**src/hdl/armPkg.sv**
```systemverilog
package armPkg;

  // ============================================================
  // Vector types
  // ============================================================

  // Data, address and instruction word
  typedef logic [31:0] wordT;

  // Register index, r0 to r15
  typedef logic [3:0] regAddrT;

  // N Z C V from the MSB down
  typedef logic [3:0] flagsT;

  typedef logic [2:0] aluOpT;
  typedef logic [1:0] immSrcT;
  typedef logic [1:0] fwdSelT;

  // ============================================================
  // Encodings
  // ============================================================

  // ALU operations
  localparam aluOpT aluAdd = 3'd0;
  localparam aluOpT aluSub = 3'd1;
  localparam aluOpT aluAnd = 3'd2;
  localparam aluOpT aluOrr = 3'd3;
  localparam aluOpT aluEor = 3'd4;
  localparam aluOpT aluMov = 3'd5;

  // Immediate forms seen by the decode stage
  localparam immSrcT immData   = 2'd0;
  localparam immSrcT immMem    = 2'd1;
  localparam immSrcT immBranch = 2'd2;

  // Execute operand bypass sources
  localparam fwdSelT fwdNone    = 2'd0;
  localparam fwdSelT fwdResultW = 2'd1;
  localparam fwdSelT fwdAluOutM = 2'd2;

  // ============================================================
  // Sizes and constants
  // ============================================================
  localparam wordT        pcResetValue  = 32'h0000_0000;
  localparam wordT        pcStep        = 32'd4;
  localparam regAddrT     pcIndex       = 4'd15;
  localparam int unsigned memDepthWords = 64;

endpackage

```
**src/hdl/regFile.sv**
```systemverilog
`timescale 1ns/1ps

module regFile (
  input  logic            clk,
  input  logic            we,
  input  armPkg::regAddrT ra1,
  input  armPkg::regAddrT ra2,
  input  armPkg::regAddrT wa,
  input  armPkg::wordT    wd,
  input  armPkg::wordT    pcValue,
  output armPkg::wordT    rd1,
  output armPkg::wordT    rd2
);

  // Storage for r0 to r14 only
  armPkg::wordT regs [0:14];

  // Write at the edge, r15 is not real state
  always_ff @(posedge clk) begin
    if (we && (wa != armPkg::pcIndex)) begin
      regs[wa] <= wd;
    end
  end

  // Combinational reads
  // r15 returns the supplied PC value
  always_comb begin
    if (ra1 == armPkg::pcIndex) begin
      rd1 = pcValue;
    end else begin
      rd1 = regs[ra1];
    end
    if (ra2 == armPkg::pcIndex) begin
      rd2 = pcValue;
    end else begin
      rd2 = regs[ra2];
    end
  end

endmodule

```
**src/hdl/immExtend.sv**
```systemverilog
`timescale 1ns/1ps

module immExtend (
  input  armPkg::wordT   instr,
  input  armPkg::immSrcT immSrc,
  input  logic           signExtend,
  output armPkg::wordT   ext
);

  // Data-processing immediate
  logic [4:0]   rotAmount;
  armPkg::wordT imm8Word;
  logic [63:0]  imm8Doubled;
  armPkg::wordT rotImm;

  // Rotate right by twice the 4-bit rotate field
  assign rotAmount   = {instr[11:8], 1'b0};
  assign imm8Word    = {24'd0, instr[7:0]};
  // Doubling the word turns the right shift into a rotate
  assign imm8Doubled = {imm8Word, imm8Word} >> rotAmount;
  assign rotImm      = imm8Doubled[31:0];

  always_comb begin
    case (immSrc)
      armPkg::immData: begin
        ext = rotImm;
      end
      armPkg::immMem: begin
        // 12-bit load/store offset
        if (signExtend) begin
          ext = {{20{instr[11]}}, instr[11:0]};
        end else begin
          ext = {20'd0, instr[11:0]};
        end
      end
      armPkg::immBranch: begin
        // Word offset, scaled to bytes
        ext = {{6{instr[23]}}, instr[23:0], 2'b00};
      end
      default: begin
        ext = '0;
      end
    endcase
  end

endmodule

```
**src/hdl/alu.sv**
```systemverilog
`timescale 1ns/1ps

module alu (
  input  armPkg::wordT  a,
  input  armPkg::wordT  b,
  input  armPkg::aluOpT op,
  input  logic          carryIn,
  output armPkg::wordT  result,
  output armPkg::flagsT flags
);

  armPkg::wordT bOperand;
  logic [32:0]  sum;
  logic         isArith;
  logic         carryOut;
  logic         overflow;
  logic         zeroRef;

  // Subtract is a plus inverted b plus one
  assign bOperand = (op == armPkg::aluSub) ? ~b : b;
  assign sum      = {1'b0, a} + {1'b0, bOperand} + {32'd0, (op == armPkg::aluSub)};
  assign isArith  = (op == armPkg::aluAdd) || (op == armPkg::aluSub);

  // Same input signs, different result sign
  assign overflow = (a[31] == bOperand[31]) && (sum[31] != a[31]);
  // Logical ops keep the incoming carry
  assign carryOut = isArith ? sum[32] : carryIn;

  always_comb begin
    case (op)
      armPkg::aluAdd: result = sum[31:0];
      armPkg::aluSub: result = sum[31:0];
      armPkg::aluAnd: result = a & b;
      armPkg::aluOrr: result = a | b;
      armPkg::aluEor: result = a ^ b;
      armPkg::aluMov: result = b;
      default:        result = '0;
    endcase
  end

  // N Z C V
  assign flags = {result[31], (result == '0), carryOut, isArith & overflow};

  // Zero expected from the operands alone
  always_comb begin
    case (op)
      armPkg::aluAdd: zeroRef = (a == (~b + 32'd1));
      armPkg::aluSub: zeroRef = (a == b);
      armPkg::aluAnd: zeroRef = ((a & b) == '0);
      armPkg::aluOrr: zeroRef = (a == '0) && (b == '0);
      armPkg::aluEor: zeroRef = (a == b);
      armPkg::aluMov: zeroRef = (b == '0);
      default:        zeroRef = 1'b1;
    endcase
  end

  // Zero flag agrees with the operand-level expectation
  always_comb begin
    assert (flags[2] == zeroRef)
      else $error("alu: Z flag disagrees with operands a %h b %h", a, b);
  end

endmodule

```
**src/hdl/loadAlign.sv**
```systemverilog
`timescale 1ns/1ps

module loadAlign (
  input  armPkg::wordT raw,
  input  logic [1:0]   byteOffset,
  input  logic         loadByte,
  input  logic         loadHalfword,
  input  logic         signedLoad,
  output armPkg::wordT data
);

  logic [7:0]  pickedByte;
  logic [15:0] pickedHalf;

  // Lane select, little endian
  assign pickedByte = raw[byteOffset*8 +: 8];
  // Upper half when offset bit 1 is set
  assign pickedHalf = byteOffset[1] ? raw[31:16] : raw[15:0];

  always_comb begin
    if (loadByte) begin
      data = {{24{signedLoad & pickedByte[7]}}, pickedByte};
    end else if (loadHalfword) begin
      data = {{16{signedLoad & pickedHalf[15]}}, pickedHalf};
    end else begin
      data = raw;
    end
  end

endmodule

```
**src/hdl/dataMemory.sv**
```systemverilog
`timescale 1ns/1ps

module dataMemory (
  input  logic         clk,
  input  armPkg::wordT addr,
  input  armPkg::wordT wd,
  input  logic         we,
  input  logic [3:0]   byteEnable,
  output armPkg::wordT rd
);

  localparam int unsigned indexBits = $clog2(armPkg::memDepthWords);

  armPkg::wordT           mem [0:armPkg::memDepthWords-1];
  logic [indexBits-1:0]   wordIndex;

  // Byte address to word index
  assign wordIndex = addr[indexBits+1:2];

  // Lane-wise write
  always_ff @(posedge clk) begin
    if (we) begin
      for (int lane = 0; lane < 4; lane++) begin
        if (byteEnable[lane]) begin
          mem[wordIndex][lane*8 +: 8] <= wd[lane*8 +: 8];
        end
      end
    end
  end

  // Asynchronous read
  assign rd = mem[wordIndex];

  // A store always touches at least one lane
  assert property (@(posedge clk) we |-> (byteEnable != 4'b0000))
    else $error("dataMemory: write with no byte lanes enabled");

endmodule

```
**src/hdl/datapath.sv**
```systemverilog
`timescale 1ns/1ps

module datapath (
  input  logic             clk,
  input  logic             reset,
  input  armPkg::wordT     instrF,
  input  armPkg::wordT     readDataM,
  output armPkg::wordT     pcF,
  input  armPkg::immSrcT   immSrcD,
  input  logic             signExtendD,
  input  armPkg::regAddrT  ra1D,
  input  armPkg::regAddrT  ra2D,
  input  armPkg::regAddrT  wa3W,
  input  logic             aluSrcE,
  input  logic             incrementE,
  input  logic             branchTakenE,
  input  logic             carryInE,
  input  logic             writeByteE,
  input  logic             writeHalfwordE,
  input  armPkg::aluOpT    aluOpE,
  input  armPkg::fwdSelT   forwardAE,
  input  armPkg::fwdSelT   forwardBE,
  input  logic             pcSrcW,
  input  logic             regWriteW,
  input  logic             memToRegW,
  input  logic             psrToRegW,
  input  logic             loadByteW,
  input  logic             loadHalfwordW,
  input  logic             signedLoadW,
  input  armPkg::wordT     psrW,
  input  logic             exceptionSelectW,
  input  armPkg::wordT     vectorPcF,
  input  logic             stallF,
  input  logic             stallD,
  input  logic             flushD,
  input  logic             stallE,
  input  logic             stallM,
  input  logic             stallW,
  input  logic             flushW,
  output armPkg::wordT     instrD,
  output armPkg::wordT     aluResultE,
  output armPkg::wordT     aluOutM,
  output armPkg::wordT     writeDataM,
  output armPkg::wordT     resultW,
  output armPkg::flagsT    aluFlagsE
);

  armPkg::wordT pcPlus4F, pcNextF;
  armPkg::wordT rd1D, rd2D, immD;
  armPkg::wordT rd1E, rd2E, immE;
  armPkg::wordT srcAE, writeDataE, srcBRegImmE, srcBE, writeDataReplE;
  armPkg::wordT aluOutW, readDataRawW, readDataW;

  // ============================================================
  // Fetch
  // ============================================================
  assign pcPlus4F = pcF + armPkg::pcStep;

  // Exception beats branch beats PC write from writeback
  always_comb begin
    if (exceptionSelectW) begin
      pcNextF = vectorPcF;
    end else if (branchTakenE) begin
      pcNextF = aluResultE;
    end else if (pcSrcW) begin
      pcNextF = resultW;
    end else begin
      pcNextF = pcPlus4F;
    end
  end

  always_ff @(posedge clk) begin
    if (reset) begin
      pcF <= armPkg::pcResetValue;
    end else if (!stallF) begin
      pcF <= pcNextF;
    end
  end

  // PC must hold while fetch is stalled
  assert property (@(posedge clk) disable iff (reset) stallF |=> $stable(pcF))
    else $error("datapath: pcF moved during stallF");

  // ============================================================
  // Decode
  // ============================================================
  always_ff @(posedge clk) begin
    if (reset || flushD) begin
      instrD <= '0;
    end else if (!stallD) begin
      instrD <= instrF;
    end
  end

  // Fetch PC+4 is decode PC+8 for r15 reads
  regFile regFile_i (
    .clk     (clk),
    .we      (regWriteW),
    .ra1     (ra1D),
    .ra2     (ra2D),
    .wa      (wa3W),
    .wd      (resultW),
    .pcValue (pcPlus4F),
    .rd1     (rd1D),
    .rd2     (rd2D)
  );

  immExtend immExtend_i (
    .instr      (instrD),
    .immSrc     (immSrcD),
    .signExtend (signExtendD),
    .ext        (immD)
  );

  // ============================================================
  // Execute
  // ============================================================
  always_ff @(posedge clk) begin
    if (reset) begin
      rd1E <= '0;
      rd2E <= '0;
      immE <= '0;
    end else if (!stallE) begin
      rd1E <= rd1D;
      rd2E <= rd2D;
      immE <= immD;
    end
  end

  // Operand bypass from later stages
  always_comb begin
    case (forwardAE)
      armPkg::fwdResultW: srcAE = resultW;
      armPkg::fwdAluOutM: srcAE = aluOutM;
      default:            srcAE = rd1E;
    endcase
    case (forwardBE)
      armPkg::fwdResultW: writeDataE = resultW;
      armPkg::fwdAluOutM: writeDataE = aluOutM;
      default:            writeDataE = rd2E;
    endcase
  end

  // Immediate, then the constant 4 for PC-relative increments
  assign srcBRegImmE = aluSrcE ? immE : writeDataE;
  assign srcBE       = incrementE ? armPkg::pcStep : srcBRegImmE;

  alu alu_i (
    .a       (srcAE),
    .b       (srcBE),
    .op      (aluOpE),
    .carryIn (carryInE),
    .result  (aluResultE),
    .flags   (aluFlagsE)
  );

  // Store data copied into every lane the store might hit
  always_comb begin
    if (writeByteE) begin
      writeDataReplE = {4{writeDataE[7:0]}};
    end else if (writeHalfwordE) begin
      writeDataReplE = {2{writeDataE[15:0]}};
    end else begin
      writeDataReplE = writeDataE;
    end
  end

  // ============================================================
  // Memory
  // ============================================================
  always_ff @(posedge clk) begin
    if (reset) begin
      aluOutM    <= '0;
      writeDataM <= '0;
    end else if (!stallM) begin
      aluOutM    <= aluResultE;
      writeDataM <= writeDataReplE;
    end
  end

  // ============================================================
  // Writeback
  // ============================================================
  always_ff @(posedge clk) begin
    if (reset || flushW) begin
      aluOutW      <= '0;
      readDataRawW <= '0;
    end else if (!stallW) begin
      aluOutW      <= aluOutM;
      readDataRawW <= readDataM;
    end
  end

  // Byte offset comes from the load address
  loadAlign loadAlign_i (
    .raw          (readDataRawW),
    .byteOffset   (aluOutW[1:0]),
    .loadByte     (loadByteW),
    .loadHalfword (loadHalfwordW),
    .signedLoad   (signedLoadW),
    .data         (readDataW)
  );

  // PSR read wins over load data
  always_comb begin
    if (psrToRegW) begin
      resultW = psrW;
    end else if (memToRegW) begin
      resultW = readDataW;
    end else begin
      resultW = aluOutW;
    end
  end

endmodule

```
**src/hdl/datapathTop.sv**
```systemverilog
`timescale 1ns/1ps

module datapathTop (
  input  logic             clk,
  input  logic             reset,
  input  armPkg::wordT     instrF,
  output armPkg::wordT     pcF,
  input  armPkg::immSrcT   immSrcD,
  input  logic             signExtendD,
  input  armPkg::regAddrT  ra1D,
  input  armPkg::regAddrT  ra2D,
  input  armPkg::regAddrT  wa3W,
  input  logic             aluSrcE,
  input  logic             incrementE,
  input  logic             branchTakenE,
  input  logic             carryInE,
  input  logic             writeByteE,
  input  logic             writeHalfwordE,
  input  armPkg::aluOpT    aluOpE,
  input  armPkg::fwdSelT   forwardAE,
  input  armPkg::fwdSelT   forwardBE,
  input  logic             pcSrcW,
  input  logic             regWriteW,
  input  logic             memToRegW,
  input  logic             psrToRegW,
  input  logic             loadByteW,
  input  logic             loadHalfwordW,
  input  logic             signedLoadW,
  input  armPkg::wordT     psrW,
  input  logic             exceptionSelectW,
  input  armPkg::wordT     vectorPcF,
  input  logic             stallF,
  input  logic             stallD,
  input  logic             flushD,
  input  logic             stallE,
  input  logic             stallM,
  input  logic             stallW,
  input  logic             flushW,
  input  logic             memWriteM,
  input  logic [3:0]       byteEnableM,
  output armPkg::wordT     instrD,
  output armPkg::wordT     aluResultE,
  output armPkg::wordT     aluOutM,
  output armPkg::wordT     writeDataM,
  output armPkg::wordT     resultW,
  output armPkg::flagsT    aluFlagsE
);

  // Load data from the RAM into the writeback register
  armPkg::wordT readDataM;

  datapath datapath_i (
    .clk              (clk),
    .reset            (reset),
    .instrF           (instrF),
    .readDataM        (readDataM),
    .pcF              (pcF),
    .immSrcD          (immSrcD),
    .signExtendD      (signExtendD),
    .ra1D             (ra1D),
    .ra2D             (ra2D),
    .wa3W             (wa3W),
    .aluSrcE          (aluSrcE),
    .incrementE       (incrementE),
    .branchTakenE     (branchTakenE),
    .carryInE         (carryInE),
    .writeByteE       (writeByteE),
    .writeHalfwordE   (writeHalfwordE),
    .aluOpE           (aluOpE),
    .forwardAE        (forwardAE),
    .forwardBE        (forwardBE),
    .pcSrcW           (pcSrcW),
    .regWriteW        (regWriteW),
    .memToRegW        (memToRegW),
    .psrToRegW        (psrToRegW),
    .loadByteW        (loadByteW),
    .loadHalfwordW    (loadHalfwordW),
    .signedLoadW      (signedLoadW),
    .psrW             (psrW),
    .exceptionSelectW (exceptionSelectW),
    .vectorPcF        (vectorPcF),
    .stallF           (stallF),
    .stallD           (stallD),
    .flushD           (flushD),
    .stallE           (stallE),
    .stallM           (stallM),
    .stallW           (stallW),
    .flushW           (flushW),
    .instrD           (instrD),
    .aluResultE       (aluResultE),
    .aluOutM          (aluOutM),
    .writeDataM       (writeDataM),
    .resultW          (resultW),
    .aluFlagsE        (aluFlagsE)
  );

  // Memory stage address and replicated store data
  dataMemory dataMemory_i (
    .clk        (clk),
    .addr       (aluOutM),
    .wd         (writeDataM),
    .we         (memWriteM),
    .byteEnable (byteEnableM),
    .rd         (readDataM)
  );

endmodule

```
**config.mk**
```make
export PLATFORM = sky130hd
export DESIGN_NAME = datapathTop
export DESIGN_NICKNAME = d
export VERILOG_FILES = /design/src/hdl/armPkg.sv /design/src/hdl/regFile.sv /design/src/hdl/immExtend.sv /design/src/hdl/alu.sv /design/src/hdl/loadAlign.sv /design/src/hdl/dataMemory.sv /design/src/hdl/datapath.sv /design/src/hdl/datapathTop.sv
export SDC_FILE = /design/constraint.sdc
export NUM_CORES = 2
export LEC_CHECK = 0
export BUFFER_PORTS_ARGS = -buffer_cell sky130_fd_sc_hd__buf_2
export CAP_MARGIN = 10
export CORE_ASPECT_RATIO = 1.2
export CORE_MARGIN = 2
export CORE_UTILIZATION = 55
export DETAILED_ROUTE_END_ITERATION = 10
export PLACE_DENSITY = 0.74
export SYNTH_ARGS = -nofsm -noshare
export SYNTH_HDL_FRONTEND = slang
export SYNTH_SLANG_ARGS = --single-unit
export TNS_END_PERCENT = 10
```
**constraint.sdc**
```tcl
create_clock -name clk -period 10.55 [get_ports clk]
set_clock_uncertainty 0.15 [all_clocks]
set_input_delay 1.5825 -clock clk [delete_from_list [all_inputs] [get_ports clk]]
set_output_delay 1.5825 -clock clk [all_outputs]
set_load 0.02 [all_outputs]
```
==> impl_metrics.csv <==
group,metric,value,unit
routing,wl,394,mm
place,portBuffers,341,
sta,worst_pin_slew,1520,ps
clock_network,holdBufCountCts,0,
hold_path,min_path_type,"flip-flop to flip-flop",
routing,via_per_inst,6.95,
clock_network,postCtsSetupBuffers,0,
flow_run,cap_violations,1,
routing,drcViolationCount,0,
worst_setup_path,worstSetupStartpointType,"primary input",
grt,antenna_found_initial,42,
yosys,synth_common_cells,"2528 x edfxtp_1, 843 x a22oi_1, 777 x nor2_1",
yosys,syn-mean-instance-area,14.3,um2
final_layout,syn_to_final_growth,12.0,%
yosys,netlist_area,0.118,mm2
pwr,p_leak,0.0446,uW
yosys,netlist_instances,8286,
routing,route.met2.wl,185,mm
clock_network,clk_pin_slew,60,ps
routing,wl_per_cell,34.0,um
routing,drt-met1-wl,137,mm
yosys,yosys.area.top_type,"edfxtp_1",
sta,setup_tns,0,ps
yosys,syn-num-nets,8533,
place,place.gp.congestion,1.05,
yosys,async_reset_ff_share,0,%
routing,ant_nets,0,
yosys,synth_cell_type_count,87,
floorplan,rows,186,
sta,period_minus_slack,9930,ps
yosys,ys_seq_area_share,69.2,%
sta,max_freq,0.101,GHz
clock_network,numCtsBuffers,286,
floorplan,io_pins,342,
clock_network,cts.sinks,2816,
clock_network,h-tree-depth,5,
grt,grt_max_degree,118,
yosys,synth_top_area_share,64.3,%
yosys,yosysMostFrequentCell,"edfxtp_1",
floorplan,start_util,55.2,%
clock_network,cts_resized,0,
yosys,ys_top_cells_by_area,"edfxtp_1 64%, a22oi_1 5.4%, dfxtp_1 4.9%",
place,place_hpwl,247,mm
sta,finalCritPeriodShare,94.1,%
yosys,synth_seq_cells,2816,
routing,vias,80400,
sta,grt_setup_unrepaired,"no",
clock_network,clockBufferDepth,4,
final_layout,fin_nets,8757,
grt,grt_first_pass_wirelength,556,mm
floorplan,fp.coreArea,0.214,mm2
sta,setup_violations,0,
worst_setup_path,worst-path-max-fanout,19,
routing,top_layer,"met5",
clock_network,cts_root_buf,"clkbuf_16",
floorplan,die_w,427,um
worst_setup_path,critPathCaptureType,"output pin",
grt,grt_usage,35.4,%
routing,drt_first_iter_violations,12000,
routing,wl_met3,44.2,mm
status,violations,"capacitance limit, slew limit",
pwr,ir_drop,0.243,mV
final_layout,drive_gt1_share,15.6,%
pwr,p_total,24600,uW
sta,slew_headroom,-2.57,%
worst_setup_path,critical_path_class,"primary input to output pin",
clock_network,clk_latency,970,ps
worst_setup_path,worst_ep_required_time,8820,ps
final_layout,nFillCells,15600,
floorplan,dieArea,0.218,mm2
grt,grt_pass1_vias,76900,
worst_setup_path,worstPathArrival,8190,ps
floorplan,die_y,512,um
grt,overflow,0,
sta,hold_viol_final,0,
sta,drv_slew,5,
clock_network,cts_tree,"built",
pwr,powerDensity,186,mW/mm2
yosys,synth_edf_count,2528,
status,outcome,"finished, violations left",
routing,dr.pass1.iters,7,
yosys,synthFlopType,"edfxtp_1",
yosys,ys.warnings.count,0,
cells by family (layout without fill, tap and decap cells):
kind of cell | Yosys count | after routing | synth area share (%)
AOI/OAI and AO/OA | 2286 | 2286 | 13.6
xor gates and xnor gates | 68 | 68 | 0.504
adders and majority gates | 101 | 101 | 1.08
buffers and inverters | 763 | 1188 | 2.44
DFF | 2816 | 2816 | 69.2
muxes | 511 | 511 | 6.61
other | 0 | 38 | 0
and+or+nand+nor | 1741 | 1741 | 6.57
stage by stage:
step	hold slack [ps]	util, %	instances	setup slack, ps	instance area, um2
after global placement	322	57.6	11000	1090	123000
after detailed placement	335	57.6	11000	1050	123000
after floorplan	285	-	8286	559	118000
after CTS	349	61.8	11500	973	132000
after global routing	356	61.8	11500	430	132000
final	345	61.8	11600	624	132000
power breakdown:
group	internal, uW	switching (uW)
sequential	12300	125
combinational	634	1640
clock	5790	4160
state kept, by name (all words and copies together) (netlist names):
| register | flops |
|---|---|
| datapath_i.pcF | 32 |
| dataMemory_i.mem | 2048 |
| datapath_i.instrD | 32 |
| datapath_i.rd2E | 32 |
| datapath_i.regFile_i.regs | 480 |
| datapath_i.rd1E | 32 |
| datapath_i.aluOutM | 32 |
| datapath_i.immE | 32 |
| datapath_i.aluOutW | 32 |
| datapath_i.writeDataM | 32 |
| datapath_i.readDataRawW | 32 |
worst paths after layout:
path | startpoint | end | slack, ps | depth (start not counted)
max | loadByteW | aluFlagsE[2] | 620 | 24
min | datapath_i.instrD[30] | datapath_i.instrD[30] | 340 | 2
max reg2reg | datapath_i.aluOutW[1] | datapath_i.pcF[15] | 2950 | 21
min reg2reg | datapath_i.instrD[30] | datapath_i.instrD[30] | 340 | 2
cells in the final DEF (no fill, tap or decap), types with 34 or more instances in the layout:
cell,instances
dfxtp_1,253
nor2_1,758
o211ai_1,58
diode_2,38
a22oi_1,843
nor2b_1,41
mux2_2,85
clkbuf_16,294
a211oi_1,68
buf_2,334
a22o_1,138
nor3_1,71
mux2i_1,219
nand3_1,60
nand4_1,183
mux4_2,206
clkbuf_1,57
clkinv_1,54
edfxtp_1,2528
o22ai_1,35
a21o_1,34
buf_4,218
clkinv_2,37
a221oi_1,173
ha_1,98
inv_1,125
a31oi_1,82
a21oi_1,342
nand2_1,436
o21ai_0,291
xnor2_1,55
cell type report:
type / instances / area, um2 / share of cell area (%)
sequential: 2816 / 81700 / 61.8
multi-input combinational: 4707 / 33800 / 25.6
clock buffer: 360 / 7690 / 5.82
timing repair buffer: 568 / 3570 / 2.70
tap: 2820 / 3530 / 2.67
clock inverter: 129 / 1290 / 0.979
inverter: 131 / 493 / 0.373
antenna: 38 / 95.1 / 0.0719
worst max-delay path, stage by stage:
cell       delay [ps]
buf_2             360
inv_1             170
buf_4             220
o21ai_1           340
o211ai_1          270
a31oi_2           230
buf_4             310
a22oi_1           110
o21ai_0          1180
mux2i_1           190
nor2_1            290
xnor2_1           110
ha_1              380
nand2_1           180
o21ai_0           100
nand2b_1           90
a21oi_1            70
a2111oi_0         390
o311ai_0          370
buf_4             280
nor4_2            250
nand4b_1          180
nor4_2            280
buf_2             210
per-layer routing:
metal | up-vias | GRT usage, %
met1 | 40100 | 45.1
met3 | 1128 | 8.37
met5 | - | 0
met4 | 20 | 21.5
met2 | 5769 | 55.0
li1 | 33400 | -
(Power assumes the default switching activity.)
